[config.mk]
export PLATFORM = sky130hd
export DESIGN_NAME = load_store_unit
export DESIGN_NICKNAME = d
export VERILOG_FILES = /design/src/source/core_pkg.sv /design/src/source/load_store_unit.sv
export VERILOG_INCLUDE_DIRS = /design/src /design/src/include
export SDC_FILE = /design/constraint.sdc
export NUM_CORES = 1
export LEC_CHECK = 0
export ABC_AREA = 1
export BUFFER_PORTS_ARGS = -buffer_cell sky130_fd_sc_hd__buf_2
export CORE_ASPECT_RATIO = 0.6
export CORE_MARGIN = 2
export CORE_UTILIZATION = 36
export CTS_CLUSTER_DIAMETER = 150
export DETAILED_ROUTE_END_ITERATION = 10
export PLACE_DENSITY = 0.87
export SYNTH_ARGS = -nofsm -noshare
export SYNTH_HDL_FRONTEND = slang
export SYNTH_SLANG_ARGS = --single-unit
[constraint.sdc]
create_clock -name clk -period 2.5 [get_ports clk]
set_clock_uncertainty 0.15 [all_clocks]
set_input_delay 0.5 -clock clk [delete_from_list [all_inputs] [get_ports clk]]
set_output_delay 0.5 -clock clk [all_outputs]
set_load 0.005 [all_outputs]
[src/include/reindeer_config.svh]
// width and depth macros for the core
`ifndef REINDEER_CONFIG_SVH
`define REINDEER_CONFIG_SVH

// data and instruction word
`define XLEN 32

// word memory holds 2**MEM_ADDR_BITS words
`define MEM_ADDR_BITS 8

// program counter is a byte address
`define PC_BITWIDTH (`MEM_ADDR_BITS + 2)

// register index
`define REG_ADDR_BITS 5

`endif

[src/source/core_pkg.sv]
// microarchitecture types: word, addresses, memory requester, controller state
`include "reindeer_config.svh"

package core_pkg;

    typedef logic [`XLEN-1:0]          word_t;
    typedef logic [`PC_BITWIDTH-1:0]   pc_t;
    typedef logic [`MEM_ADDR_BITS-1:0] mem_addr_t;
    typedef logic [`REG_ADDR_BITS-1:0] reg_addr_t;

    // owner of a memory read in flight
    typedef enum logic [1:0] {
        src_none,
        src_ocd,
        src_data,
        src_fetch
    } mem_src_t;

    typedef enum logic [1:0] {
        st_idle,
        st_fetch,
        st_execute,
        st_memory
    } ctl_state_t;

endpackage

[src/source/load_store_unit.sv]
// load/store unit: data requests and load write-back
`timescale 1ns/1ns

module load_store_unit (
    input  logic                clk,
    input  logic                reset_i,
    input  logic                load_i,
    input  logic                store_i,
    input  core_pkg::mem_addr_t addr_i,
    input  core_pkg::word_t     store_data_i,
    input  core_pkg::reg_addr_t rd_addr_i,
    input  logic                data_gnt_i,
    input  logic                data_rvalid_i,
    input  core_pkg::word_t     rdata_i,
    output logic                data_req_o,
    output logic                data_we_o,
    output core_pkg::mem_addr_t data_addr_o,
    output core_pkg::word_t     data_wdata_o,
    output logic                load_we_o,
    output core_pkg::reg_addr_t load_waddr_o,
    output core_pkg::word_t     load_wdata_o,
    output logic                done_o
);

    logic                req_q;
    logic                wait_q;
    logic                we_q;
    core_pkg::reg_addr_t rd_q;

    // request stays up until granted
    always_ff @(posedge clk) begin
        if (reset_i) begin
            req_q  <= 1'b0;
            wait_q <= 1'b0;
        end else if (load_i || store_i) begin
            req_q <= 1'b1;
        end else if (req_q && data_gnt_i) begin
            req_q  <= 1'b0;
            wait_q <= ~we_q;
        end else if (wait_q && data_rvalid_i) begin
            wait_q <= 1'b0;
        end
    end

    // access payload
    always_ff @(posedge clk) begin
        if (load_i || store_i) begin
            we_q         <= store_i;
            data_addr_o  <= addr_i;
            data_wdata_o <= store_data_i;
            rd_q         <= rd_addr_i;
        end
    end

    assign data_req_o   = req_q;
    assign data_we_o    = req_q & we_q;
    assign load_we_o    = wait_q & data_rvalid_i;
    assign load_waddr_o = rd_q;
    assign load_wdata_o = rdata_i;
    assign done_o       = (req_q & data_gnt_i & we_q) | load_we_o;

endmodule

; ---- After elaboration in Yosys (flattened, before gate mapping)
; Cells that the tools add are included.
[totals]
regBits = 48
in_bits = 83
output_inout_bits = 81
wordCells = 23
[classes]
muxes = 4
bitwise = 7
reduce_logical = 6
[op_table]
columns = operator, count
row1 = AND 1 bit, 4
row2 = two-way mux 1 bit, 4
row3 = nonzero test 2 bit, 2
row4 = logical AND 1 bit, 2
row5 = NOT 1 bit, 2
row6 = AND reduction 2 bit, 1
row7 = logical OR 1 bit, 1
row8 = OR 1 bit, 1

; ---- Logic depth before layout (Yosys ltp)
[logic_depth]
ltp_word = 3
depth_mapped = 6
ltp_nobuf = 6

; ---- Worst setup path before layout
; Ideal clock, no wire load.
[synth_path]
path_kind = input port to flip-flop
from = in store_i
to = reg data_addr_o[0], enable pin
setup_time_ns = 0.401
arrival_ns = 1.438
t_required_ns = 1.949
path_slack_ns = 0.510
path_stages = 2
n_path_buf = 0
path_cell_list = nor2_4 -> inv_1
[synth_between]
elab_chain_len = 1
[synth_lines]
columns = element, line_no
row1 = from (decl), load_store_unit.sv:8  ; input logic store_i,
row2 = logical OR 1 bit, load_store_unit.sv:47  ; if (load_i || store_i) begin
row3 = to (signal assigned), load_store_unit.sv:49  ; data_addr_o <= addr_i;
row4 = to (decl), load_store_unit.sv:17  ; output core_pkg::mem_addr_t data_addr_o,
; Every way passes these cells.
; A chain may end at the register's enable or synchronous reset.

; ---- Final worst setup path
[layout_path]
from = reg req_q, in the netlist data_req_o
to = out done_o
[layout_between]
elab_chain_len = 3
[layout_lines]
columns = element, line_no
row1 = from (decl), load_store_unit.sv:25  ; logic req_q;
row2 = from (signal assigned), load_store_unit.sv:33  ; req_q <= 1'b0;
row3 = from (signal assigned), load_store_unit.sv:36  ; req_q <= 1'b1;
row4 = from (signal assigned), load_store_unit.sv:38  ; req_q <= 1'b0;
row5 = AND 1 bit (2 in series), load_store_unit.sv:60  ; assign done_o = (req_q & data_gnt_i & we_q) | load_we_o;
row6 = OR 1 bit, load_store_unit.sv:60
row7 = to (decl), load_store_unit.sv:22  ; output logic done_o
; Every way passes these cells.

==> results.sh <==
export IMPL_path_cells="nand3_1, nand2_1, buf_2"
export IMPL_clockRootBuffer="clkbuf_8"
export IMPL_hpwlAfterDp_um=2600
export IMPL_ant_nets=0
export IMPL_drc=0
export IMPL_cts_htree_levels=2
export IMPL_grt_pass1_wl_um=4470
export IMPL_clock_sinks=48
export IMPL_yosysUniqueCellTypes=11
export IMPL_dr_pass1_iters=4
export IMPL_cts_tree="done"
export IMPL_numCtsBuffers=5
export IMPL_final_common_cell="buf_2"
export IMPL_worstHoldPathType="in2reg"
export IMPL_die_h_um=58.1
export IMPL_diodes=0
export IMPL_netlist_instances=101
export IMPL_routedWlPerCell_um=13.7
export IMPL_grt_pass1_vias=903
export IMPL_cp_max_fo=5
export IMPL_power_leakage_uw=0.00101
export IMPL_path_buf_inv=1
export IMPL_vdd_drop_max_v=0.000268
export IMPL_syn_avg_cell_area_um2=17.4
export IMPL_slowest_stage="dfxtp_1"
export IMPL_die_area_um2=5470
export IMPL_crit_arrival_ps=960
export IMPL_syn_area_um2=1750
export IMPL_grtUsageTotal_pct=11.9
export IMPL_place_inst=232
export IMPL_start_util_pct=37.8
export IMPL_min_period_ps=1610
export IMPL_synth_seq_cells=48
export IMPL_worstMarginPinSlew_ps=344
export IMPL_whs_ps=231
export IMPL_cts_setup_buffers=0
export IMPL_via_count=1005
export IMPL_status="finished, final reports clean"
export IMPL_yosys_top_cells_area="edfxtp_1, buf_4, dfxtp_1"
export IMPL_grt_overflow=0
export IMPL_worst_skew_pair_late_latency_ps=280
export IMPL_synth_top_area_share_pct=78.7
export IMPL_min_period_over_period_pct=64.3
export IMPL_clk_pin_slew_ps=80
export IMPL_clk_path_buf_depth=2
export IMPL_hold_violations=0
export IMPL_drive_gt1_share_pct=62.1
export IMPL_ys_seq_area_share_pct=81.0
export IMPL_setup_tns_ps=0
export IMPL_antenna_found_initial=0
export IMPL_die_w_um=94.1
export IMPL_row_count=19
export IMPL_max_freq_mhz=622
export IMPL_synth_nets=184
export IMPL_cp_top_family="flip-flops"
export IMPL_drv_cap=0
export IMPL_required_ps=1850
export IMPL_nets=259
export IMPL_maxSlewHeadroom_pct=77.0
export IMPL_rsz0062_at_grt="false"
export IMPL_pin_count=164
export IMPL_setup_viol=0
export IMPL_grt_max_degree=33
export IMPL_layout_common_cells="buf_2, edfxtp_1, nand2_1"
export IMPL_drt_iter0_drc=16
export IMPL_vias_per_cell=4.19
export IMPL_final_cells=240
export IMPL_totalWireLength_um=3300
export IMPL_core_area_um2=4640
export IMPL_dpl_worst_slack_ps=841
export IMPL_crit_type="reg2out"
export IMPL_slew_violations=0
export IMPL_portBuffers=99
export IMPL_cts_repair_resize_count=0
export IMPL_power_density_nw_per_um2=706
export IMPL_slowest_delay_ps=390
export IMPL_area_growth_pct=25.0
export IMPL_critPathLaunchType="register"
export IMPL_yosys_warnings=0
export IMPL_setup_slack_ps=893
export IMPL_worst_setup_path_end_kind="output pin"
export IMPL_postCtsHoldBufs=0
export IMPL_yosysTopAreaCell="edfxtp_1"
export IMPL_gp_congestion=0.704
## routing by layer
metal  track usage (%)  up-vias  wire length [um]
met4              5.38        0                65
met3              8.84       13               445
met2              17.8       79              1570
met1              12.7      451              1210
met5                 0        -                 0
li1                  -      462                 -
## layout make-up
class	instances	area [um^2]
clock inverters	1	8.76
clock buffers	7	76.3
fillers	420	2440
repair buffers	100	515
multi-input cells	14	66.3
inverters	7	26.3
well taps	63	78.8
flip-flops and latches	48	1420
## cell families (layout without fill, tap and decap cells)
group,after synthesis,in the layout,synth area share (%)
DFF,48,48,81.0
buffers and inverters,39,115,15.2
and+or+nand+nor,12,12,3.21
AOI/OAI and AO/OA,2,2,0.571
## where the power goes
group          switching [uW]  total [uW]  internal, uW  leakage, uW
logic                    68.7         147          78.2     0.000477
clock network             226         426           200    0.0000424
registers                18.4         977           958     0.000485
total                     313        1550          1240      0.00101
## worst paths after layout
path,from,end,slack [ps],cells after the start
hold reg to reg,wait_q,wait_q,370,4
hold / removal,reset_i,data_req_o,230,2
setup / recovery,data_req_o,done_o,890,3
setup reg to reg,data_req_o,wait_q,1520,3
## cells in the mapped netlist (all sizes together)
cell type and number:
edfxtp 46, buf 32, nand2 9, inv 7
a21oi 2, dfxtp 2, nor2 2, nand3 1
## flip-flops by register name, summed over array words and instances (netlist names)
register / flops
data_req_o: 1
load_waddr_o: 5
wait_q: 1
data_wdata_o: 32
data_addr_o: 8
we_q: 1
## through the flow
stage / utilization (%) / total power, uW / instance area [um^2]
after detailed placement: 45.5 / 1150 / 2110
after CTS: 47.3 / 1570 / 2190
after global placement: 45.5 / 1140 / 2110
after global routing: 47.3 / 1630 / 2190
after floorplan: - / 1070 / 1750
final: 47.3 / 1550 / 2190
Note: power is estimated with default switching activity, not from simulation.
