[config.mk]
export PLATFORM = sky130hd
export DESIGN_NAME = pipeline_controller
export DESIGN_NICKNAME = d
export VERILOG_FILES = /design/src/source/core_pkg.sv /design/src/source/pipeline_controller.sv
export VERILOG_INCLUDE_DIRS = /design/src /design/src/include
export SDC_FILE = /design/constraint.sdc
export NUM_CORES = 1
export LEC_CHECK = 0
export ABC_AREA = 0
export BUFFER_PORTS_ARGS = -buffer_cell sky130_fd_sc_hd__buf_2
export CAP_MARGIN = 15
export CORE_AREA = 2 2 88 90
export CTS_BUF_LIST = sky130_fd_sc_hd__clkbuf_4 sky130_fd_sc_hd__clkbuf_8
export CTS_CLUSTER_DIAMETER = 60
export DETAILED_ROUTE_END_ITERATION = 12
export DIE_AREA = 0 0 90 92
export PLACE_DENSITY_LB_ADDON = 0.25
export SYNTH_ARGS = -nofsm -noshare
export SYNTH_HDL_FRONTEND = slang
export SYNTH_SLANG_ARGS = --single-unit
[constraint.sdc]
create_clock -name clk -period 3.69 [get_ports clk]
set_input_delay 0 -clock clk [delete_from_list [all_inputs] [get_ports clk]]
set_output_delay 0 -clock clk [all_outputs]
set_load 0.02 [all_outputs]
[src/include/reindeer_config.svh]
// width and depth macros for the core
`ifndef REINDEER_CONFIG_SVH
`define REINDEER_CONFIG_SVH

// data and instruction word
`define XLEN 32

// word memory holds 2**MEM_ADDR_BITS words
`define MEM_ADDR_BITS 8

// program counter is a byte address
`define PC_BITWIDTH (`MEM_ADDR_BITS + 2)

// register index
`define REG_ADDR_BITS 5

`endif

[src/source/core_pkg.sv]
// microarchitecture types: word, addresses, memory requester, controller state
`include "reindeer_config.svh"

package core_pkg;

    typedef logic [`XLEN-1:0]          word_t;
    typedef logic [`PC_BITWIDTH-1:0]   pc_t;
    typedef logic [`MEM_ADDR_BITS-1:0] mem_addr_t;
    typedef logic [`REG_ADDR_BITS-1:0] reg_addr_t;

    // owner of a memory read in flight
    typedef enum logic [1:0] {
        src_none,
        src_ocd,
        src_data,
        src_fetch
    } mem_src_t;

    typedef enum logic [1:0] {
        st_idle,
        st_fetch,
        st_execute,
        st_memory
    } ctl_state_t;

endpackage

[src/source/pipeline_controller.sv]
// controller FSM: pc, instruction register, fetch, start and halt
`timescale 1ns/1ns
`include "reindeer_config.svh"

module pipeline_controller (
    input  logic                clk,
    input  logic                reset_i,
    input  logic                start_i,
    input  core_pkg::pc_t       start_address_i,
    input  logic                fetch_gnt_i,
    input  logic                fetch_rvalid_i,
    input  core_pkg::word_t     rdata_i,
    output logic                fetch_req_o,
    output core_pkg::mem_addr_t fetch_addr_o,
    input  core_pkg::pc_t       next_pc_i,
    input  logic                load_i,
    input  logic                store_i,
    input  logic                halt_i,
    input  logic                lsu_done_i,
    output logic                exec_valid_o,
    output core_pkg::pc_t       pc_o,
    output core_pkg::word_t     instr_o,
    output logic                paused_o
);

    core_pkg::ctl_state_t state_q;
    core_pkg::pc_t        fetch_pc_q;

    always_ff @(posedge clk) begin
        if (reset_i) begin
            state_q     <= core_pkg::st_idle;
            fetch_req_o <= 1'b0;
        end else begin
            if (fetch_req_o && fetch_gnt_i) begin
                fetch_req_o <= 1'b0;
            end
            case (state_q)
                core_pkg::st_idle: begin
                    if (start_i) begin
                        state_q     <= core_pkg::st_fetch;
                        fetch_req_o <= 1'b1;
                    end
                end
                core_pkg::st_fetch: begin
                    if (fetch_rvalid_i) begin
                        state_q <= core_pkg::st_execute;
                    end
                end
                core_pkg::st_execute: begin
                    if (halt_i) begin
                        state_q <= core_pkg::st_idle;
                    end else if (load_i || store_i) begin
                        state_q <= core_pkg::st_memory;
                    end else begin
                        state_q     <= core_pkg::st_fetch;
                        fetch_req_o <= 1'b1;
                    end
                end
                default: begin
                    if (lsu_done_i) begin
                        state_q     <= core_pkg::st_fetch;
                        fetch_req_o <= 1'b1;
                    end
                end
            endcase
        end
    end

    // pc of the held instruction stays put on halt
    always_ff @(posedge clk) begin
        if (state_q == core_pkg::st_idle && start_i) begin
            fetch_pc_q <= start_address_i;
        end else if (state_q == core_pkg::st_execute) begin
            fetch_pc_q <= next_pc_i;
        end
        if (state_q == core_pkg::st_fetch && fetch_rvalid_i) begin
            instr_o <= rdata_i;
            pc_o    <= fetch_pc_q;
        end
    end

    assign fetch_addr_o = fetch_pc_q[`PC_BITWIDTH-1:2];
    assign exec_valid_o = (state_q == core_pkg::st_execute);
    assign paused_o     = (state_q == core_pkg::st_idle);

endmodule

# Word-level counts from Yosys, hierarchy flattened

Cells that the tools add are included.

Register bits: 55
Bits of input ports: 61
Output and inout port bits: 53
Word-level logic and storage cells: 31

Eq/ne operators: 4
Multiplexer cells: 14
Reduce and logical (&&, ||, !) cells: 8

Operator list:

| cell                                                 | number |
|---|---|
| 2-to-1 mux 10 bit                                    | 2 |
| 2-to-1 mux 2 bit                                     | 5 |
| one-hot mux 2 bit (3 select lines)                   | 1 |
| 2-to-1 mux 1 bit                                     | 5 |
| inequality test 2 bit (second input constant)        | 2 |
| nonzero test 4 bit                                   | 1 |
| logical AND 1 bit                                    | 3 |
| one-hot mux 1 bit (3 select lines)                   | 1 |
| AND reduction 3 bit                                  | 1 |
| equality test 2 x 1 -> 1 bit (second input constant) | 1 |
| equality test 2 bit (second input constant)          | 1 |
| logical NOT 2 bit                                    | 1 |
| nonzero test 2 bit                                   | 1 |
| logical OR 1 bit                                     | 1 |

# Longest topological paths before layout

Depth in word-level cells: 5
Gate-level depth with buffers: 5
Mapped depth without buffers: 5

# Least setup slack after synthesis

No wires, ideal clock.

Path type: reg2reg
Start point: reg state_q[1]
End point: reg instr_o[0] (enable)
Library setup time: 403 ps
Arrival: 1631 ps
Required time: 3287 ps
Path slack: 1655 ps
Cell stages (with the launch flop): 4
Path buffers: 0
Period minus slack after synthesis: 2035 ps
Cells stage by stage: dfxtp_1 inv_1 ha_1 and2_1

Longest elaborated chain between the ends: 2

RTL lines:

| item                         | line                      | source |
|---|---|---|
| from (decl)                  | pipeline_controller.sv:26 | `core_pkg::ctl_state_t state_q;` |
| from (signal assigned)       | pipeline_controller.sv:31 | `state_q <= core_pkg::st_idle;` |
| from (signal assigned)       | pipeline_controller.sv:40 | `state_q <= core_pkg::st_fetch;` |
| from (signal assigned)       | pipeline_controller.sv:46 | `state_q <= core_pkg::st_execute;` |
| equality test 2 x 1 -> 1 bit | pipeline_controller.sv:76 | `if (state_q == core_pkg::st_fetch && fetch_rvalid_i) begin` |
| logical AND 1 bit            | pipeline_controller.sv:76 |  |
| to (signal assigned)         | pipeline_controller.sv:77 | `instr_o <= rdata_i;` |
| to (decl)                    | pipeline_controller.sv:22 | `output core_pkg::word_t instr_o,` |

Every way passes these cells.
A chain may end at the register's enable or synchronous reset.

# Worst setup path after layout

Start point: reg state_q[1]
End point: reg fetch_pc_q[8] (data pin)

Longest elaborated chain between the ends: 3

RTL lines:

| item                 | line                      | source |
|---|---|---|
| logical NOT 2 bit    | pipeline_controller.sv:71 | `if (state_q == core_pkg::st_idle && start_i) begin` |
| logical AND 1 bit    | pipeline_controller.sv:71 |  |
| 2-to-1 mux 10 bit    | pipeline_controller.sv:71 |  |
| to (signal assigned) | pipeline_controller.sv:72 | `fetch_pc_q <= start_address_i;` |
| to (signal assigned) | pipeline_controller.sv:74 | `fetch_pc_q <= next_pc_i;` |
| to (decl)            | pipeline_controller.sv:27 | `core_pkg::pc_t fetch_pc_q;` |

Every way passes these cells.

==> run_results.csv <==
group,metric,value,unit
run_status,outcome,"finished clean",
detailed_routing,drt_iter0_markers,47,
job,max_cap_viol_count,0,
sta,rsz0062_at_grt,"false",
min_path,hold_path.class,"input pin to flip-flop",
worst_setup_path,regToRegSetupSlack,1.44,ns
sta,finalCritPeriodShare,0.609,
global_routing,grt_pass1_wl,7450,um
worst_setup_path,cp.arrival,2.30,ns
power,power.internal,1.07,mW
worst_setup_path,rr_endpoint,"fetch_pc_q[8]$_DFFE_PP_",
sta,min_period,2.25,ns
floorplan,die_x,90,um
layout,fin_cells,365,
logic_synthesis,ys_types,24,
worst_setup_path,critPathKind,"flip-flop to flip-flop",
sta,slew_headroom,0.381,
global_routing,grt_pass1_vias,1511,
clocking,clock_latency,0.30,ns
sta,report.final.slew_viol_count,0,
detailed_routing,drc,0,
logic_synthesis,syn_area,2010,um2
logic_synthesis,yosysWarnings,0,
power,clockPowerShare,0.205,
layout,final_common_cell,"buf_2",
worst_setup_path,r2r_start,"state_q[1]$_SDFFE_PP0P_",
logic_synthesis,ys_seq_elements,55,
clocking,cts_sinks,55,
clocking,cts_tree,"yes",
global_routing,antenna_found_initial,0,
min_path,hold_end,"fetch_pc_q[9]$_DFFE_PP_",
logic_synthesis,synth_top_family_by_area,"multiplexers",
clocking,h-tree-depth,2,
logic_synthesis,syn-num-nets,166,
clocking,cts_buffers,5,
power,seqPwrFrac,0.545,
layout,area_delta_synth_final,60.6,%
sta,setup_slack,1.44,ns
worst_setup_path,worst_ep_required_time,3.74,ns
floorplan,row_count,32,
logic_synthesis,yosys.area_share.simple,0.0443,
global_routing,grt_start_max_net_pins,43,
power,irDropWorstVdd,0.117,mV
power,comb_power_share,0.250,
sta,skew,0.00757,ns
logic_synthesis,synth-edff-count,52,
place,port_buffers,113,
global_routing,gr-total-overflow,0,
clocking,clk_pin_slew,0.09,ns
layout,layout_common_cells,"buf_2, edfxtp_1, dlygate4sd3_1",
floorplan,die_y,92,um
logic_synthesis,synth_top_area_cell,"edfxtp_1",
place,gp_congestion,0.762,
floorplan,dieArea,8280,um2
sta,fmax,0.445,GHz
logic_synthesis,synth_ff_type,"edfxtp_1",
floorplan,core,7450,um2
logic_synthesis,seq_area_frac_synth,0.808,
layout,drive_above_1_share,0.471,
detailed_routing,wl_per_cell,12.9,um
layout,diodes,0,
power,totalPowerFinal,1.49,mW
logic_synthesis,muxShareOfSynthArea,0.0561,
logic_synthesis,synth_compound_area_frac,0.0330,
logic_synthesis,netlist_instances,102,
sta,hold_violations,0,
logic_synthesis,synth_xor_xnor_area_share,0,
sta,tightest_slew,0.928,ns
power,power.leakage,1.32,nW
logic_synthesis,synthTopCellsByArea,"edfxtp_1, mux2_1, dfxtp_1, buf_4, ha_1",
logic_synthesis,async_flop_share,0,
layout,fillCellCount,711,
layout,fin_nets,328,
clocking,clk_path_buf_depth,2,
worst_setup_path,end_kind,"flip-flop",
worst_setup_path,r2r_cells,5,
sta,finalSetupViolCount,0,
clocking,cts-root-buf,"clkbuf_8",
min_path,holdCritStartpoint,"start_address_i[9]",
detailed_routing,vias_per_cell,3.92,
power,p_per_area,463,nW/um2
detailed_routing,drt_wl_total,4720,um
logic_synthesis,synth.top_cell.area_share,0.778,
worst_setup_path,startpoint,"state_q[1]$_SDFFE_PP0P_",
place,place_hpwl,3060,um
floorplan,start_util,0.269,
detailed_routing,vias,1432,
place,dp_cells,308,
floorplan,io-pin-count,114,
power,power.switching,0.418,mW
place,place_ws,1.81,ns
detailed_routing,drt.antenna.violating_nets,0,
logic_synthesis,yosys.area_share.adder,0.0187,
detailed_routing,drtPass1Iterations,4,
worst_setup_path,cp_max_fo,11,
global_routing,grt_usage,0.115,
power,switching_share,0.281,
min_path,whs_path_depth,2,
worst_setup_path,start_kind,"flip-flop",
sta,fin_setup_tns,0,ns
logic_synthesis,syn-mean-instance-area,19.7,um2
sta,holdWs,0.0147,ns
==> worst max-delay path: stages (launching register included) <==
cell and delay (ns):
dfxtp_1 0.36, inv_1 0.07, ha_1 0.24, nand2_1 0.39
mux2_1 0.37, dlygate4sd3_1 0.57
==> power by group through the flow <==
stage          clock (mW)  sequential [mW]  combinational (mW)
2_1_floorplan           0            0.887               0.157
3_3_place_gp            0            0.828               0.321
3_5_place_dp            0            0.827               0.322
4_1_cts             0.322            0.813               0.377
5_1_grt             0.342            0.821               0.405
6_report            0.306            0.812               0.373
==> cells in the mapped netlist (2+ instances only) <==
master    count
a21oi_1       2
buf_4         8
dfxtp_1       3
edfxtp_1     52
ha_1          3
inv_1         4
mux2_1        9
nand2b_1      2
nor2b_1       4
==> state kept, by name, summed over array words and instances, names as in the netlist <==
register / flops
pc_o: 10
instr_o: 32
fetch_pc_q: 10
state_q: 2
fetch_req_o: 1
==> cell families after synthesis <==
logic type,Yosys count
buffers and inverters,13
adders and majority gates,3
and+or+nand+nor,13
muxes,10
DFF,55
AOI/OAI and AO/OA,8
==> per-layer routing <==
layer	GRT usage	up-vias	wire, um
met3	0.0312	10	350
met1	0.131	636	1960
met2	0.204	85	2310
met4	0.0513	0	99
met5	0	-	0
li1	-	701	-
==> final cells by class <==
type,instances,area (um2),area share
clock buffer,5,68.8,0.0214
inverter,4,15.0,0.00466
timing repair buffer,164,1080,0.334
sequential,55,1620,0.503
multi-input combinational,34,307,0.0951
tap,102,128,0.0396
clock inverter,1,7.51,0.00233
==> worst max path at each step <==
stage	to	slack, ns	depth (start not counted)
after floorplan	instr_o[0]$_DFFE_PP_	1.66	3
after global placement	instr_o[15]$_DFFE_PP_	1.84	3
after detailed placement	fetch_pc_q[8]$_DFFE_PP_	1.81	4
after CTS	fetch_pc_q[4]$_DFFE_PP_	1.45	5
after global routing	fetch_pc_q[8]$_DFFE_PP_	1.33	5
final	fetch_pc_q[8]$_DFFE_PP_	1.44	5
==> per-stage QoR <==
stage | util | cell area [um2]
final | 0.433 | 3220
after global routing | 0.433 | 3220
after CTS | 0.433 | 3220
after detailed placement | 0.354 | 2640
after global placement | 0.354 | 2640
after floorplan | - | 2010
==> repair_timing <==
| item | in CTS | in global routing |
|---|---|---|
| hold endpoints to repair | 44 | 0 |
| gates resized for setup | 0 | 0 |
| buffers inserted | 0 | 0 |
| hold buffers | 51 | 0 |
Power figures use the tool's default switching activity.
