## src/include/reindeer_config.svh

```systemverilog
// width and depth macros for the core
`ifndef REINDEER_CONFIG_SVH
`define REINDEER_CONFIG_SVH

// data and instruction word
`define XLEN 32

// word memory holds 2**MEM_ADDR_BITS words
`define MEM_ADDR_BITS 8

// program counter is a byte address
`define PC_BITWIDTH (`MEM_ADDR_BITS + 2)

// register index
`define REG_ADDR_BITS 5

`endif

```

## src/source/core_pkg.sv

```systemverilog
// microarchitecture types: word, addresses, memory requester, controller state
`include "reindeer_config.svh"

package core_pkg;

    typedef logic [`XLEN-1:0]          word_t;
    typedef logic [`PC_BITWIDTH-1:0]   pc_t;
    typedef logic [`MEM_ADDR_BITS-1:0] mem_addr_t;
    typedef logic [`REG_ADDR_BITS-1:0] reg_addr_t;

    // owner of a memory read in flight
    typedef enum logic [1:0] {
        src_none,
        src_ocd,
        src_data,
        src_fetch
    } mem_src_t;

    typedef enum logic [1:0] {
        st_idle,
        st_fetch,
        st_execute,
        st_memory
    } ctl_state_t;

endpackage

```

## src/source/mem_arbiter.sv

```systemverilog
// fixed-priority arbiter for the single word memory port
`timescale 1ns/1ns

module mem_arbiter (
    input  logic                clk,
    input  logic                reset_i,
    input  logic                ocd_re_i,
    input  logic                ocd_we_i,
    input  core_pkg::mem_addr_t ocd_addr_i,
    input  core_pkg::word_t     ocd_wdata_i,
    input  logic                data_req_i,
    input  logic                data_we_i,
    input  core_pkg::mem_addr_t data_addr_i,
    input  core_pkg::word_t     data_wdata_i,
    input  logic                fetch_req_i,
    input  core_pkg::mem_addr_t fetch_addr_i,
    output logic                data_gnt_o,
    output logic                fetch_gnt_o,
    output logic                ocd_rvalid_o,
    output logic                data_rvalid_o,
    output logic                fetch_rvalid_o,
    output logic                mem_en_o,
    output logic                mem_we_o,
    output core_pkg::mem_addr_t mem_addr_o,
    output core_pkg::word_t     mem_wdata_o
);

    logic               ocd_active;
    core_pkg::mem_src_t src_d;
    core_pkg::mem_src_t src_q;

    // debugger first, then data, then fetch
    assign ocd_active  = ocd_re_i | ocd_we_i;
    assign data_gnt_o  = data_req_i & ~ocd_active;
    assign fetch_gnt_o = fetch_req_i & ~ocd_active & ~data_req_i;
    assign mem_en_o    = ocd_active | data_req_i | fetch_req_i;

    always_comb begin
        src_d       = core_pkg::src_none;
        mem_we_o    = 1'b0;
        mem_addr_o  = fetch_addr_i;
        mem_wdata_o = data_wdata_i;
        if (ocd_active) begin
            mem_we_o    = ocd_we_i;
            mem_addr_o  = ocd_addr_i;
            mem_wdata_o = ocd_wdata_i;
            if (!ocd_we_i) begin
                src_d = core_pkg::src_ocd;
            end
        end else if (data_req_i) begin
            mem_we_o   = data_we_i;
            mem_addr_o = data_addr_i;
            if (!data_we_i) begin
                src_d = core_pkg::src_data;
            end
        end else if (fetch_req_i) begin
            src_d = core_pkg::src_fetch;
        end
    end

    // read owner, one cycle behind the grant
    always_ff @(posedge clk) begin
        if (reset_i) begin
            src_q <= core_pkg::src_none;
        end else begin
            src_q <= src_d;
        end
    end

    assign ocd_rvalid_o   = (src_q == core_pkg::src_ocd);
    assign data_rvalid_o  = (src_q == core_pkg::src_data);
    assign fetch_rvalid_o = (src_q == core_pkg::src_fetch);

endmodule

```

## config.mk

```make
export PLATFORM = sky130hd
export DESIGN_NAME = mem_arbiter
export DESIGN_NICKNAME = d
export VERILOG_FILES = /design/src/source/core_pkg.sv /design/src/source/mem_arbiter.sv
export VERILOG_INCLUDE_DIRS = /design/src /design/src/include
export SDC_FILE = /design/constraint.sdc
export NUM_CORES = 1
export LEC_CHECK = 0
export BUFFER_PORTS_ARGS = -buffer_cell sky130_fd_sc_hd__clkbuf_2
export CORE_MARGIN = 5
export CORE_UTILIZATION = 27
export DETAILED_ROUTE_END_ITERATION = 12
export PLACE_DENSITY = 0.88
export SLEW_MARGIN = 20
export SYNTH_ARGS = -nofsm -noshare
export SYNTH_HDL_FRONTEND = slang
export SYNTH_SLANG_ARGS = --single-unit
```

## constraint.sdc

```tcl
create_clock -name clk -period 2.1 [get_ports clk]
set_input_delay 0.105 -clock clk [delete_from_list [all_inputs] [get_ports clk]]
set_output_delay 0.105 -clock clk [all_outputs]
set_load 0.005 [all_outputs]
```

Word-level counts from Yosys, hierarchy flattened
Cells that the tools add are included.
{"block": "totals", "latchBits": 0, "mem_count": 0, "mem_bits_ro": 0, "reg_bits": 2, "mem_bits_rw": 0, "wordCells": 22, "in_bits": 95}
{"block": "classes", "n_div": 0, "n_mux": 10, "n_addsub": 0, "reduce_logical": 0, "n_shift": 0, "bitwise_logic": 8, "n_eq_ne": 3, "multipliers": 0, "magnitude_cmp": 0}
{"cell": "32-bit two-way mux", "n": 1}
{"cell": "8-bit two-way mux", "n": 2}
{"cell": "2-bit two-way mux", "n": 4}
{"cell": "2-bit == test, second input constant", "n": 2}
{"cell": "1-bit AND", "n": 3}
{"cell": "1-bit two-way mux", "n": 3}
{"cell": "1-bit bitwise OR", "n": 3}
{"cell": "2-bit by 1-bit == test with 1-bit output, second input constant", "n": 1}
{"cell": "1-bit NOT", "n": 2}

Logic depth before layout (Yosys ltp)
Gate-level depths: netlist (run 1).
{"block": "depth", "ltp_word": 4, "ltp_mapped": 3, "ltp_nobuf": 2}

Worst setup path after synthesis (run 1)
No wires, ideal clock.
{"block": "synth_timing", "path_type": "input to output", "from": "in ocd_we_i", "to": "out mem_wdata_o[23]", "slack_ns": 1.182, "path_stages": 3, "t_required_ns": 1.995, "arrival_ns": 0.813, "path_cell_list": "nor2_4 clkbuf_8 mux2_2"}
{"block": "synth_via", "elab_chain_len": 2}
{"element": "from (decl)", "line_no": "mem_arbiter.sv:8", "rtl": "input logic ocd_we_i,"}
{"element": "1-bit bitwise OR", "line_no": "mem_arbiter.sv:33", "rtl": "assign ocd_active = ocd_re_i | ocd_we_i;"}
{"element": "32-bit two-way mux", "line_no": "mem_arbiter.sv:43", "rtl": "if (ocd_active) begin"}
{"element": "to (decl)", "line_no": "mem_arbiter.sv:25", "rtl": "output core_pkg::word_t mem_wdata_o"}
Every way passes these cells.

Final worst setup path (run 1)
{"block": "layout_timing", "from": "in ocd_we_i", "to": "out mem_wdata_o[19]"}
The elaborated chain is that of the path after synthesis.

==> results of run 1 <==
## how the worst min path moves through the flow
stage                                endpoint
after floorplan           src_q[1]$_SDFF_PP0_
after global routing      src_q[1]$_SDFF_PP0_
after detailed placement  src_q[1]$_SDFF_PP0_
final                     src_q[1]$_SDFF_PP0_
after CTS                 src_q[1]$_SDFF_PP0_
after global placement    src_q[1]$_SDFF_PP0_
## cells by family (layout without fill, tap and decap cells)
logic type | after synthesis | in the layout | synth area share (%)
simple gates | 12 | 12 | 10.75
compound gates | 18 | 18 | 12.97
flops | 2 | 2 | 5.461
mux | 40 | 40 | 61.09
buf+inv | 8 | 146 | 9.726
## placed cells by master, fill, tap and decap left out, types with 2 or more instances in the layout
master	netlist	final
mux2_4	2	2
nand2_1	2	2
nor2b_1	2	2
clkbuf_2	0	141
clkbuf_4	0	3
mux2i_1	8	8
nor2_1	2	2
and2_1	2	2
o21ai_0	16	16
mux2_2	30	30
dfxtp_1	2	2
## power by group through the flow
stage / logic [W] / clock network [W] / registers, W
floorplan: 0.000122 / 0 / 0.0000411
global placement: 0.000267 / 0 / 0.0000411
detailed placement: 0.000274 / 0 / 0.0000412
CTS: 0.000276 / 0.0000901 / 0.0000407
global route: 0.000301 / 0.0000893 / 0.0000408
finish: 0.000272 / 0.0000881 / 0.0000407
## cell type report
type                    count  area, um2  share of cell area (%)
repair buffers            142      713.2                   49.57
clock buffers               3      22.52                   1.565
inverters                   1      3.754                  0.2609
flip-flops and latches      2      40.04                   2.783
well taps                  30      37.54                   2.609
multi-input cells          70      621.8                   43.22
## through the flow
step | total power, W | instances
after floorplan | 0.0001629 | 80
after global placement | 0.0003084 | 245
after detailed placement | 0.0003151 | 245
after CTS | 0.0004063 | 248
after global routing | 0.0004308 | 248
final | 0.0004007 | 248
## per-layer routing
metal | vias to the layer above | part of all wire, %
li1 | 572 | -
met1 | 508 | 34
met2 | 68 | 55
met3 | 6 | 8.8
met4 | 0 | 1.8
met5 | - | 0
==> run summary, run 1 <==
Main flop type after synthesis: dfxtp_1
Hpwl dp: 3.347 mm
Clock Root Buffer: clkbuf_4
Largest net degree at the start of global routing: 35
Final setup margin: 0.7094 ns
Dpl ws: 0.7060 ns
RSZ-0062 raised after global routing: false
Hold crit path type: input pin to register
Synth Cell Area: 733.2 um2
Clock period minus worst slack: 1.391 ns
Syn_nets: 175
Number of synthesized register bits: 2
Setup TNS: 0 ns
Largest vdd supply drop: 182.5 uV
Met1 usage: 18.09%
Clk buf depth: 2
Synth top area share: 46.08%
Pwr per Cell Area: 278.5 nW/um2
Max_cap viols: 0
Post-Synthesis Mean Instance Area: 9.165 um2
Sequential area share after synthesis: 5.461%
Crit path largest cell delay: 0.39 ns
P&R area growth vs syn: 96.25%
TritonCTS Buffers: 3
Die H: 62.11 um
Int Pwr: 0.0002686 W
Final period utilization: 66.22%
Crit path to: mem_wdata_o[19]
Final hold vios: 0
Fmax: 719.1 MHz
Die footprint: 3858 um2
Critical Path AT: 1.29 ns
Clock-pin slew on the worst setup and hold paths: 0.03 ns
Final ANT Viol Nets: 0
Clock network power share: 22.0%
Ranking of synthesized cells by area: mux2_2 46%, mux2i_1 11%, o21ai_0 11%
Post-cts sizing count: 0
Sink Count: 2
Grt met2 use: 35.62%
Post-DP Area: 1416 um2
Outcome: finished clean
Routability Congestion: 0.7704
Relative slew slack: 73.13%
Share of cells above drive strength 1: 82.11%
Postcts setup bufs: 0
CP max stage cell: mux2_2
Final Slew Violations: 0
Port bufs: 141
Worst-path fanout max: 34
Hold buffer count at cts: 0
Most common cell in the netlist: mux2_2
Number of cells on the critical path: 5
Most flop-heavy register: src_q
Top flop regs: src_q (2)
Vias per inst: 4.653
Total grt overflow: 0
Total I/O pin count: 142
Initial antenna violation count: 0
Number of global-route vias before repair: 1271
Synth cell types: 19
Wire per inst: 14.99 um
Crit. End Element: output pin
Worst-path cell chain: clkbuf_2, nor2_4, buf_4, mux2_2, clkbuf_2
Worst setup SP type: input pin
Final Instance Area: 1439 um2
Core Util, Final: 56.54%
Antenna fix cells: 0
Die W: 62.11 um
Htree depth: 1
Total Routed Length: 3.718 mm
Worst Setup Path Type: input pin to output pin
Met3 usage: 5.036%
CP required: 2.00 ns
Crit-path most repeated cell: clkbuf_2
Setup Viol. Count Final: 0
Core area: 2545 um2
Vias: 1154
Static leakage: 0.8529 nW
Hold Startpoint: reset_i
Layout fillers: 245
Busiest grt layer: met2
Comb pwr share: 67.9%
Synth top cells by count: 30 x mux2_2, 16 x o21ai_0, 8 x mux2i_1
Part of the power in registers: 10.2%
CTS tree: yes
Worst-Margin Slew: 0.4030 ns
First-pass GRT wire length: 5.934 mm
Switching share of total power: 32.96%
Starting Density: 28.81%
Yosys top cell by area: mux2_2
Total GRT Usage: 18.28%
Max FFs per register: 2
Post-synth ARST share: 0%
NumNets Final: 315
Worst Hold Depth: 2
Sw Pwr: 0.0001321 W
Initial DRC count: 25
Placement Rows: 18
WHS: 0.08475 ns
Post-synth EDFFs: 0
Critical path startpoint: ocd_we_i
WP buf/inv: 3
Yosys warns: 0
CP delay by family, top: buffers and inverters
Synthesized instance count: 80
DRC: 0
DRT Pass-1 Iters: 4
Power figures use the tool's default switching activity.
==> run 2, diff against run 1 <==
- CORE_UTILIZATION: 27 -> 25
- PLACE_DENSITY: 0.88 -> 0.83
- clock period: 2.1 -> 1.3 ns (I/O delays scaled with it)
==> run summary, run 2 (synthesized netlist as in run 1, its figures left out) <==
Total grt overflow: 0 (unchanged)
Top flop regs: src_q (2)
Switching share of total power: 32.65% (-0.32 points)
Sw Pwr: 0.0002152 W (+63%)
Clock network power share: 20.6% (-1.4 points)
Setup Viol. Count Final: 0 (unchanged)
Critical Path AT: 1.05 ns (-0.24 ns)
Worst-Margin Slew: 0.3137 ns (-0.08928 ns)
NumNets Final: 318 (+0.95%)
Initial DRC count: 25 (unchanged)
Total Routed Length: 3.986 mm (+7.2%)
TritonCTS Buffers: 3 (unchanged)
Outcome: finished clean
Starting Density: 26.36% (-2.4 points)
Largest vdd supply drop: 299.0 uV (+64%)
Clock period minus worst slack: 1.117 ns
DRC: 0 (unchanged)
Static leakage: 0.8713 nW (+2.2%)
Max_cap viols: 0 (unchanged)
Postcts setup bufs: 0 (unchanged)
Fmax: 895.1 MHz
Die W: 64.16 um (+3.3%)
Worst setup SP type: input pin
Tot Pwr: 0.0006591 W (+64%)
Core area: 2781 um2 (+9.3%)
Part of the power in registers: 10.0% (-0.2 points)
P&R area growth vs syn: 101.2%
Final period utilization: 85.94%
Post-DP Area: 1453 um2 (+2.6%)
Die H: 64.16 um (+3.3%)
Post-cts sizing count: 0 (unchanged)
WHS: 0.03796 ns (-0.04679 ns)
Number of global-route vias before repair: 1296 (+2.0%)
Vias per inst: 4.607 (-0.99%)
Most flop-heavy register: src_q
Final Instance Area: 1475 um2 (+2.5%)
Clock Root Buffer: clkbuf_4
Total I/O pin count: 142 (unchanged)
RSZ-0062 raised after global routing: false
Final Slew Violations: 0 (unchanged)
Wire per inst: 15.82 um (+5.5%)
Clock-pin slew on the worst setup and hold paths: 0.03 ns (about the same)
Die footprint: 4116 um2 (+6.7%)
Layout fillers: 252 (+2.9%)
Most frequent cells in the layout: 141 x clkbuf_2, 30 x mux2_2, 16 x o21ai_0
Antenna fix cells: 0 (unchanged)
Worst-path fanout max: 13 (-62%)
Port bufs: 141 (unchanged)
Int Pwr: 0.0004439 W (+65%)
Largest net degree at the start of global routing: 22 (-37%)
Crit-path most repeated cell: clkbuf_2
Clk buf depth: 2 (unchanged)
Routability Congestion: 0.7966 (+3.4%)
Crit path largest cell delay: 0.37 ns (-0.02 ns)
CTS tree: yes
Htree depth: 1 (unchanged)
Worst Setup Path Type: input pin to output pin
Worst-path cell chain: clkbuf_2, nor2_4, buf_4, mux2_2, clkbuf_2
Sink Count: 2 (unchanged)
Comb pwr share: 69.4% (+1.5 points)
Final ANT Viol Nets: 0 (unchanged)
Total GRT Usage: 18.33% (+0.052 points)
Hold crit path type: input pin to register
First-pass GRT wire length: 6.037 mm (+1.7%)
Leading cell type in the layout, fill and taps excluded: clkbuf_2
Share of cells above drive strength 1: 82.35% (+0.24 points)
DRT Pass-1 Iters: 4 (unchanged)
Final hold vios: 0 (unchanged)
CP max stage cell: mux2_2
Setup TNS: 0 ns (unchanged)
Max FFs per register: 2 (unchanged)
Hpwl dp: 3.668 mm (+9.6%)
Crit. End Element: output pin
Vias: 1161 (+0.61%)
Placement Rows: 19 (+1)
Initial antenna violation count: 0 (unchanged)
Pwr per Cell Area: 446.8 nW/um2 (+60%)
CP required: 1.24 ns (-0.76 ns)
Relative slew slack: 79.08% (+6.0 points)
Hold buffer count at cts: 0 (unchanged)
==> run 2: cell count changes in the layout (fill, tap and decap cells not counted), sizes merged <==
cell	before	now
buf	1	4
==> run 2: cell type report <==
cell class / instances / area [um2] / area share [%]
flip-flops and latches: 2 / 40.04 / 2.714
repair buffers: 145 / 748.2 / 50.72
multi-input cells: 70 / 621.8 / 42.15
clock buffers: 3 / 22.52 / 1.527
inverters: 1 / 3.754 / 0.2545
well taps: 31 / 38.79 / 2.629
==> run 2: worst max-delay path: cells and delay by family <==
kind | cells | cell delay [ns]
buffers and inverters | 3 | 0.46
AND/OR/NAND/NOR | 1 | 0.15
multiplexers | 1 | 0.37
==> run 2: power by group through the flow <==
| stage | logic (W) | clock network, W | registers, W |
|---|---|---|---|
| 2_1_floorplan | 0.000197 | 0 | 0.0000663 |
| 3_3_place_gp | 0.000446 | 0 | 0.0000666 |
| 3_5_place_dp | 0.000459 | 0 | 0.0000667 |
| 4_1_cts | 0.000462 | 0.000144 | 0.0000659 |
| 5_1_grt | 0.000502 | 0.000142 | 0.0000661 |
| 6_report | 0.000458 | 0.000136 | 0.0000658 |
==> run 2: metrics by stage <==
| stage | utilization [%] | setup WS [ns] | std cells |
|---|---|---|---|
| 2_1_floorplan | - | 0.4622 | 80 |
| 4_1_cts | 53.04 | 0.1888 | 252 |
| 5_1_grt | 53.04 | 0.1285 | 252 |
| 3_5_place_dp | 52.23 | 0.1912 | 249 |
| 3_3_place_gp | 52.23 | 0.2529 | 249 |
| 6_report | 53.04 | 0.1828 | 252 |
==> run 2: layer usage <==
metal | wire [um] | vias to the layer above | global-route usage (%) | share of wire [%]
li1 | - | 580 | - | -
met1 | 1246 | 521 | 16.89 | 31
met2 | 2295 | 54 | 35.68 | 58
met3 | 374 | 6 | 7.356 | 9.4
met4 | 69 | 0 | 6.361 | 1.7
met5 | 0 | - | 0 | 0
==> run 2: path summary, 6_finish.rpt <==
check / from / end / slack (ns) / depth (start not counted)
worst max-delay path: ocd_we_i / mem_wdata_o[27] / 0.18 / 5
worst min-delay path: reset_i / src_q[1]$_SDFF_PP0_ / 0.04 / 2
