--- config.mk ---
export PLATFORM = sky130hd
export DESIGN_NAME = decode_execute
export DESIGN_NICKNAME = d
export VERILOG_FILES = /design/src/source/core_pkg.sv /design/src/source/rv_isa_pkg.sv /design/src/source/decode_execute.sv
export VERILOG_INCLUDE_DIRS = /design/src /design/src/include
export SDC_FILE = /design/constraint.sdc
export NUM_CORES = 1
export LEC_CHECK = 0
export ABC_AREA = 1
export BUFFER_PORTS_ARGS = -buffer_cell sky130_fd_sc_hd__buf_2
export CORE_MARGIN = 10
export CORE_UTILIZATION = 57
export DETAILED_ROUTE_END_ITERATION = 12
export GPL_ROUTABILITY_DRIVEN = 0
export PLACE_DENSITY = 0.95
export SLEW_MARGIN = 20
export SYNTH_ARGS = -nofsm -noshare
export SYNTH_HDL_FRONTEND = slang
export SYNTH_SLANG_ARGS = --single-unit
--- constraint.sdc ---
create_clock -name vclk -period 6.9
set_input_delay 1.38 -clock vclk [all_inputs]
set_output_delay 1.38 -clock vclk [all_outputs]
set_load 0.01 [all_outputs]
--- src/include/reindeer_config.svh ---
// width and depth macros for the core
`ifndef REINDEER_CONFIG_SVH
`define REINDEER_CONFIG_SVH

// data and instruction word
`define XLEN 32

// word memory holds 2**MEM_ADDR_BITS words
`define MEM_ADDR_BITS 8

// program counter is a byte address
`define PC_BITWIDTH (`MEM_ADDR_BITS + 2)

// register index
`define REG_ADDR_BITS 5

`endif

--- src/source/core_pkg.sv ---
// microarchitecture types: word, addresses, memory requester, controller state
`include "reindeer_config.svh"

package core_pkg;

    typedef logic [`XLEN-1:0]          word_t;
    typedef logic [`PC_BITWIDTH-1:0]   pc_t;
    typedef logic [`MEM_ADDR_BITS-1:0] mem_addr_t;
    typedef logic [`REG_ADDR_BITS-1:0] reg_addr_t;

    // owner of a memory read in flight
    typedef enum logic [1:0] {
        src_none,
        src_ocd,
        src_data,
        src_fetch
    } mem_src_t;

    typedef enum logic [1:0] {
        st_idle,
        st_fetch,
        st_execute,
        st_memory
    } ctl_state_t;

endpackage

--- src/source/rv_isa_pkg.sv ---
// instruction-set types: opcode and alu enums, funct3 codes, ebreak word
package rv_isa_pkg;

    typedef logic [2:0] funct3_t;

    // kept major opcodes
    typedef enum logic [6:0] {
        op_lui    = 7'b0110111,
        op_imm    = 7'b0010011,
        op_reg    = 7'b0110011,
        op_load   = 7'b0000011,
        op_store  = 7'b0100011,
        op_branch = 7'b1100011,
        op_jal    = 7'b1101111,
        op_system = 7'b1110011
    } opcode_t;

    typedef enum logic [2:0] {
        alu_add,
        alu_sub,
        alu_and,
        alu_or,
        alu_xor,
        alu_pass_b
    } alu_op_t;

    // funct3 codes in use
    localparam funct3_t f3_add_sub = 3'b000;
    localparam funct3_t f3_xor     = 3'b100;
    localparam funct3_t f3_or      = 3'b110;
    localparam funct3_t f3_and     = 3'b111;
    localparam funct3_t f3_word    = 3'b010;

    localparam logic [31:0] ebreak_word = 32'h0010_0073;

endpackage

--- src/source/decode_execute.sv ---
// instruction decode, alu, next pc and load/store address
`timescale 1ns/1ns
`include "reindeer_config.svh"

module decode_execute (
    input  logic                exec_valid_i,
    input  core_pkg::word_t     instr_i,
    input  core_pkg::pc_t       pc_i,
    input  core_pkg::word_t     rs1_data_i,
    input  core_pkg::word_t     rs2_data_i,
    output core_pkg::reg_addr_t rs1_addr_o,
    output core_pkg::reg_addr_t rs2_addr_o,
    output logic                rd_we_o,
    output core_pkg::reg_addr_t rd_addr_o,
    output core_pkg::word_t     rd_data_o,
    output core_pkg::pc_t       next_pc_o,
    output logic                load_o,
    output logic                store_o,
    output core_pkg::mem_addr_t ls_addr_o,
    output core_pkg::word_t     store_data_o,
    output logic                halt_o
);

    rv_isa_pkg::opcode_t opcode;
    rv_isa_pkg::funct3_t funct3;
    rv_isa_pkg::alu_op_t alu_op;
    logic [6:0]          funct7;
    core_pkg::word_t     imm_i;
    core_pkg::word_t     imm_s;
    core_pkg::word_t     imm_b;
    core_pkg::word_t     imm_u;
    core_pkg::word_t     imm_j;
    core_pkg::word_t     alu_b;
    core_pkg::word_t     alu_result;
    core_pkg::word_t     ls_byte_addr;
    core_pkg::pc_t       pc_plus4;
    logic                writes_rd;
    logic                is_load;
    logic                is_store;

    // ------------------------------
    // fields and immediates
    assign opcode     = rv_isa_pkg::opcode_t'(instr_i[6:0]);
    assign funct3     = instr_i[14:12];
    assign funct7     = instr_i[31:25];
    assign rd_addr_o  = instr_i[11:7];
    assign rs1_addr_o = instr_i[19:15];
    assign rs2_addr_o = instr_i[24:20];

    assign imm_i = {{20{instr_i[31]}}, instr_i[31:20]};
    assign imm_s = {{20{instr_i[31]}}, instr_i[31:25], instr_i[11:7]};
    assign imm_b = {{19{instr_i[31]}}, instr_i[31], instr_i[7], instr_i[30:25],
                    instr_i[11:8], 1'b0};
    assign imm_u = {instr_i[31:12], 12'b0};
    assign imm_j = {{11{instr_i[31]}}, instr_i[31], instr_i[19:12], instr_i[20],
                    instr_i[30:21], 1'b0};

    assign pc_plus4 = pc_i + 'd4;

    // ------------------------------
    // decode, anything unknown falls through as a no-op
    always_comb begin
        alu_op    = rv_isa_pkg::alu_add;
        alu_b     = rs2_data_i;
        writes_rd = 1'b0;
        is_load   = 1'b0;
        is_store  = 1'b0;
        next_pc_o = pc_plus4;
        rd_data_o = alu_result;
        case (opcode)
            rv_isa_pkg::op_lui: begin
                alu_op    = rv_isa_pkg::alu_pass_b;
                alu_b     = imm_u;
                writes_rd = 1'b1;
            end
            rv_isa_pkg::op_imm: begin
                alu_b     = imm_i;
                writes_rd = (funct3 == rv_isa_pkg::f3_add_sub);
            end
            rv_isa_pkg::op_reg: begin
                writes_rd = (funct7 == 7'b0000000);
                case (funct3)
                    rv_isa_pkg::f3_add_sub: begin
                        if (funct7 == 7'b0100000) begin
                            alu_op    = rv_isa_pkg::alu_sub;
                            writes_rd = 1'b1;
                        end
                    end
                    rv_isa_pkg::f3_xor: alu_op = rv_isa_pkg::alu_xor;
                    rv_isa_pkg::f3_or:  alu_op = rv_isa_pkg::alu_or;
                    rv_isa_pkg::f3_and: alu_op = rv_isa_pkg::alu_and;
                    default:            writes_rd = 1'b0;
                endcase
            end
            rv_isa_pkg::op_load:  is_load  = (funct3 == rv_isa_pkg::f3_word);
            rv_isa_pkg::op_store: is_store = (funct3 == rv_isa_pkg::f3_word);
            rv_isa_pkg::op_branch: begin
                // beq and bne only, bit 0 inverts the compare
                if (funct3[2:1] == 2'b00 && ((rs1_data_i == rs2_data_i) ^ funct3[0])) begin
                    next_pc_o = pc_i + imm_b[`PC_BITWIDTH-1:0];
                end
            end
            rv_isa_pkg::op_jal: begin
                writes_rd = 1'b1;
                rd_data_o = core_pkg::word_t'(pc_plus4);
                next_pc_o = pc_i + imm_j[`PC_BITWIDTH-1:0];
            end
            default: begin
                writes_rd = 1'b0;
            end
        endcase
    end

    always_comb begin
        case (alu_op)
            rv_isa_pkg::alu_sub:    alu_result = rs1_data_i - alu_b;
            rv_isa_pkg::alu_and:    alu_result = rs1_data_i & alu_b;
            rv_isa_pkg::alu_or:     alu_result = rs1_data_i | alu_b;
            rv_isa_pkg::alu_xor:    alu_result = rs1_data_i ^ alu_b;
            rv_isa_pkg::alu_pass_b: alu_result = alu_b;
            default:                alu_result = rs1_data_i + alu_b;
        endcase
    end

    // byte address down to word address
    assign ls_byte_addr = rs1_data_i + (is_store ? imm_s : imm_i);
    assign ls_addr_o    = ls_byte_addr[`MEM_ADDR_BITS+1:2];
    assign store_data_o = rs2_data_i;

    assign rd_we_o = exec_valid_i & writes_rd;
    assign load_o  = exec_valid_i & is_load;
    assign store_o = exec_valid_i & is_store;
    assign halt_o  = exec_valid_i & (instr_i == rv_isa_pkg::ebreak_word);

endmodule

==> Word level (Yosys, flattened, before mapping) <==
Cells that the tools add are included.
{ "op_classes": {"mux": 14, "order_cmp": 0, "n_reduce_logical": 6, "n_shift": 0, "n_addsub": 6, "eq_ne": 19, "bitwise": 8, "multipliers": 0, "n_div": 0} }
{ "op_table": {"columns": ["operator", "n"], "rows": [
  ["$pmux W32 S5", 1],
  ["$pmux W32 S2", 1],
  ["$add A32 B32 Y32", 1],
  ["$and A32 B32 Y32", 1],
  ["$eq A32 B21 Y1 const B", 1],
  ["$eq A32 B32 Y1", 1],
  ["$mux W32", 1],
  ["$or A32 B32 Y32", 1],
  ["$sub A32 B32 Y32", 1],
  ["$xor A32 B32 Y32", 1],
  ["$add A10 B10 Y10", 3],
  ["$eq A7 B6 Y1 const B", 4],
  ["$pmux W10 S2", 1],
  ["$eq A3 B3 Y1 const B", 5],
  ["$eq A7 B7 Y1 const B", 2],
  ["$pmux W3 S4", 1],
  ["$add A10 B3 Y10 const B", 1],
  ["$mux W10", 1],
  ["$eq A3 B2 Y1 const B", 3],
  ["$eq A7 B2 Y1 const B", 1],
  ["$eq A7 B5 Y1 const B", 1],
  ["$logic_not A7 Y1", 1],
  ["$pmux W3 S2", 1],
  ["$mux W5", 1],
  ["other kinds (11)", 17]
]} }
{ "totals": {"mem_bits_ro": 0, "ramBits": 0, "in_bits": 107, "latch_bits": 0, "wordCells": 53, "memories": 0, "register_bits": 0, "output_inout_bits": 101} }

==> Depth between registers and ports, before layout <==
{ "logic_depth": {"word_depth": 7, "mapped_depth": 32, "depth_no_buf": 31} }

==> Worst setup path after synthesis <==
No wires, ideal clock.
{ "synth_timing": {"path_type": "input -> output", "from": "in instr_i[3]", "to": "out rd_data_o[31]", "t_arrival_ns": 4.652, "t_required_ns": 5.520, "path_buffers": 1, "setup_slack_ns": 0.868, "path_stages": 27, "path_cell_list": "inv_2 > nand2_1 > nor2_4 > nand2_4 > buf_2 > o22ai_1 > inv_1 > ha_1 > inv_1 > nor2_1 > nand2_1 > inv_2 > nand2_2 > nor2_4 > nand2_1 > nand2_2 > xor2_1 > ha_1 > a21oi_1 > a21boi_0 > a21boi_0 > nand2_1 > a21oi_1 > nand3_1 > nand2_1 > nor2_1 > nor2_1"} }
{ "synth_between": {"elab_chain_cells": 5, "word_cells_on_any_way": 18, "cone_classes": "add/sub (2); eq/ne (9); mux (4); bitwise (3)"} }
{ "synth_lines": {"columns": ["item", "line", "source"], "rows": [
  ["start, declared", "decode_execute.sv:7", "input core_pkg::word_t instr_i,"],
  ["$eq A7 B5 Y1 or $eq A7 B6 Y1 (tied branches)", "decode_execute.sv:70", "case (opcode)"],
  ["$pmux W32 S2 or $pmux W3 S2 (tied branches)", "decode_execute.sv:70", null],
  ["$add A32 B32 Y32 (tied with other cells)", "decode_execute.sv:121", "default: alu_result = rs1_data_i + alu_b;"],
  ["$pmux W32 S5", "decode_execute.sv:115", "case (alu_op)"],
  ["$mux W32 (*)", "decode_execute.sv:70", null],
  ["end, declared", "decode_execute.sv:15", "output core_pkg::word_t rd_data_o,"]
]} }
Mark *: on every way between the ends. The rest lies on a longest branch, timed or not.

==> Final worst setup path <==
{ "layout_timing": {"from": "in instr_i[3]", "to": "out rd_data_o[30]"} }
The elaborated chain is that of the path after synthesis.

==> results.json <==
{
  "status": "finished clean",
  "via_per_inst": 6.35,
  "layout.nets": 1715,
  "power_frac_clock_pct": 0,
  "slowest_stage": "ha_1",
  "syn_nets": 1544,
  "path_max_fanout": 7,
  "setup_viol": 0,
  "hold_class": "in -> out",
  "critPathCaptureType": "output port",
  "drv_cap": 0,
  "synth_area_um2": 7780,
  "start_util_pct": 58.5,
  "sw_frac_of_total_pct": 62.9,
  "dp_hpwl_mm": 26.3,
  "multi_input_area_um2": 6650,
  "syn_avg_cell_area_um2": 5.90,
  "irDropWorstVdd_mv": 0.0519,
  "die_h_um": 137,
  "fin_ws_ns": 0.0176,
  "hold_start": "pc_i[0]",
  "grt_use_met3_pct": 7.84,
  "finalCriticalPeriod_ns": 6.88,
  "dp_slack_ns": 0.152,
  "finalMaxSlewViolations": 0,
  "arrival_ns": 5.50,
  "yosys_warnings": 0,
  "seqPwrFrac_pct": 0,
  "synth_cell_types": 55,
  "yosys.area.top_type": "ha_1",
  "tightest_slew_ns": 1.14,
  "synth_top_area_share_pct": 18.8,
  "drt-wirelength-per-cell_um": 19.7,
  "seq_cells": 0,
  "die_w_um": 137,
  "p_leak_uw": 0.00510,
  "nClkBuffers": 0,
  "yosysSeqAreaShare_pct": 0,
  "area_growth_pct": 15.3,
  "drc": 0,
  "globalRouteOverflowTotal": 0,
  "path_buf_inv": 6,
  "num_vias": 10549,
  "internal-power_uw": 269,
  "stdcell_area_um2": 8970,
  "drtAntennaViolNets": 0,
  "power_density_nw_per_um2": 80.9,
  "grt_antenna_before_repair": 0,
  "coreArea_um2": 13300,
  "antenna_cells": 0,
  "cp_slowest_stage_delay_ns": 0.37,
  "required_ns": 5.52,
  "synth_area_leaders": "ha_1, nand2_1, inv_1, xor2_1, nand3_1",
  "cp_common_cell": "nand2_1",
  "worstHoldEndpoint": "next_pc_o[0]",
  "rsz0062_at_grt": "true",
  "synth_cells": 1317,
  "dr.pass1.iters": 7,
  "post_dp_cell_area_um2": 8720,
  "p_switching_uw": 456,
  "gr-usage-met1_pct": 38.5,
  "hold_viol": 0,
  "grt-busiest-layer": "met2",
  "grt_max_degree": 33,
  "fp-row-count": 42,
  "drt_iter0_markers": 1657,
  "dieArea_um2": 18700,
  "fmax_mhz": 145,
  "combinationalPowerShare_pct": 100.0,
  "cp_top_family": "simple AND/OR/NAND/NOR gates",
  "place.port_buffers": 208,
  "cts_hold_buf": 0,
  "path_class": "in -> out",
  "wirelength_mm": 32.8,
  "use_met2_pct": 50.6,
  "num_io_pins": 208,
  "finalCritPeriodShare_pct": 99.7,
  "grt_use_total_pct": 31.5,
  "seq_area_um2": 0,
  "layout-drive-gt1-share_pct": 22.9,
  "worstSetupStartpointType": "input pin",
  "relSlewSlack_pct": 23.4,
  "holdPathStages": 2,
  "fillers": 1105,
  "path_cells": "buf_2 -> inv_2 -> nand2_1 -> nor2_4 -> buf_4 -> buf_4 -> nand3_1 -> buf_4 -> nand3_1 -> nor2_2 -> nand2_1 -> nor2_1 -> nand4_1 -> nand2_1 -> xor2_1 -> ha_1 -> a21oi_2 -> o21ai_0 -> a221oi_2 -> nand3_1 -> nand2_1 -> nand2_1 -> a21oi_2 -> buf_2",
  "grt_pass1_wl_mm": 48.3,
  "grt_pass1_vias": 9473
}
[area by class of cell]
cell class	count	area share, %
inverter	198	8.33
multi-input combinational	1040	74.2
tap	176	2.46
timing repair buffer	248	15.0
[worst max-delay path by stage]
stage | start | end | depth (start not counted)
6_report | instr_i[3] | rd_data_o[30] | 24
5_1_grt | instr_i[3] | rd_data_o[30] | 27
4_1_cts | instr_i[3] | rd_data_o[31] | 28
3_5_place_dp | instr_i[3] | rd_data_o[31] | 28
3_3_place_gp | instr_i[3] | rd_data_o[30] | 24
2_1_floorplan | instr_i[3] | rd_data_o[31] | 27
[placed cells by master, fill, tap and decap left out, types with 38 or more instances in the layout]
cell type / n
a21oi_1: 57
ha_1: 114
xor2_1: 71
o21ai_0: 52
inv_1: 186
buf_2: 208
nand2_1: 274
nor2_1: 110
buf_4: 38
nand3_1: 100
[kinds of logic (layout without fill, tap and decap cells)]
| group | count (synthesis) | in the layout | share of synthesized area [%] |
|---|---|---|---|
| compound gates | 227 | 227 | 18.2 |
| fa+ha+maj | 120 | 120 | 19.6 |
| mux | 1 | 1 | 0.129 |
| buf+inv | 277 | 446 | 16.3 |
| simple gates | 604 | 604 | 35.8 |
| xor+xnor | 88 | 88 | 9.91 |
[Yosys cell counts, types with 2 or more instances]
cell type  number
a2111oi_0       2
a211oi_1        6
a21boi_0        3
a21o_1         10
a21oi_1        62
a221oi_1       18
a22oi_1         7
a31oi_1        16
buf_2           6
buf_4          48
buf_6           5
clkbuf_1       20
clkinv_1        2
fa_1            3
ha_1          117
inv_1         188
inv_2           8
nand2_1       274
nand2_2         9
nand2_4         2
nand3_1       102
nand3_2        14
nand3_4         2
nand3b_1        5
nand4_1        23
nor2_1        113
nor2_2         11
nor2_4          5
nor3_1         20
nor4_1         12
o2111ai_1       3
o211ai_1        5
o21ai_0        56
o21ai_1         9
o21ai_2         4
o21bai_1        9
o221ai_1        2
o22ai_1         4
o31ai_1         3
or2_2           8
xnor2_1        17
xor2_1         71
[metrics by stage]
step	TNS [ns]	instances	power (uW)	util, %	hold WS [ns]
2_1_floorplan	0	1317	438	-	2.85
3_3_place_gp	0	1647	656	65.6	2.96
3_5_place_dp	0	1647	673	65.6	2.98
4_1_cts	0	1647	677	65.6	2.98
5_1_grt	-0.834	1662	785	67.5	2.99
6_report	0	1662	726	67.5	2.98
[per-layer routing]
metal / routed length, um / vias up
li1: - / 4675
met1: 11000 / 4612
met2: 13800 / 1018
met3: 5550 / 244
met4: 2390 / 0
met5: 0 / -
[timing repair]
item,in CTS,in global routing
gates resized for setup,0,35
endpoints found under the hold margin,0,0
endpoints found under the setup margin,0,18
buffers inserted,0,15
[power groups by stage]
| stage | logic [uW] | registers (uW) | clock network [uW] |
|---|---|---|---|
| after detailed placement | 673 | 0 | 0 |
| after floorplan | 438 | 0 | 0 |
| after global placement | 656 | 0 | 0 |
| after CTS | 677 | 0 | 0 |
| after global routing | 785 | 0 | 0 |
| final | 726 | 0 | 0 |
No activity file was read; power rests on OpenSTA's default activity.
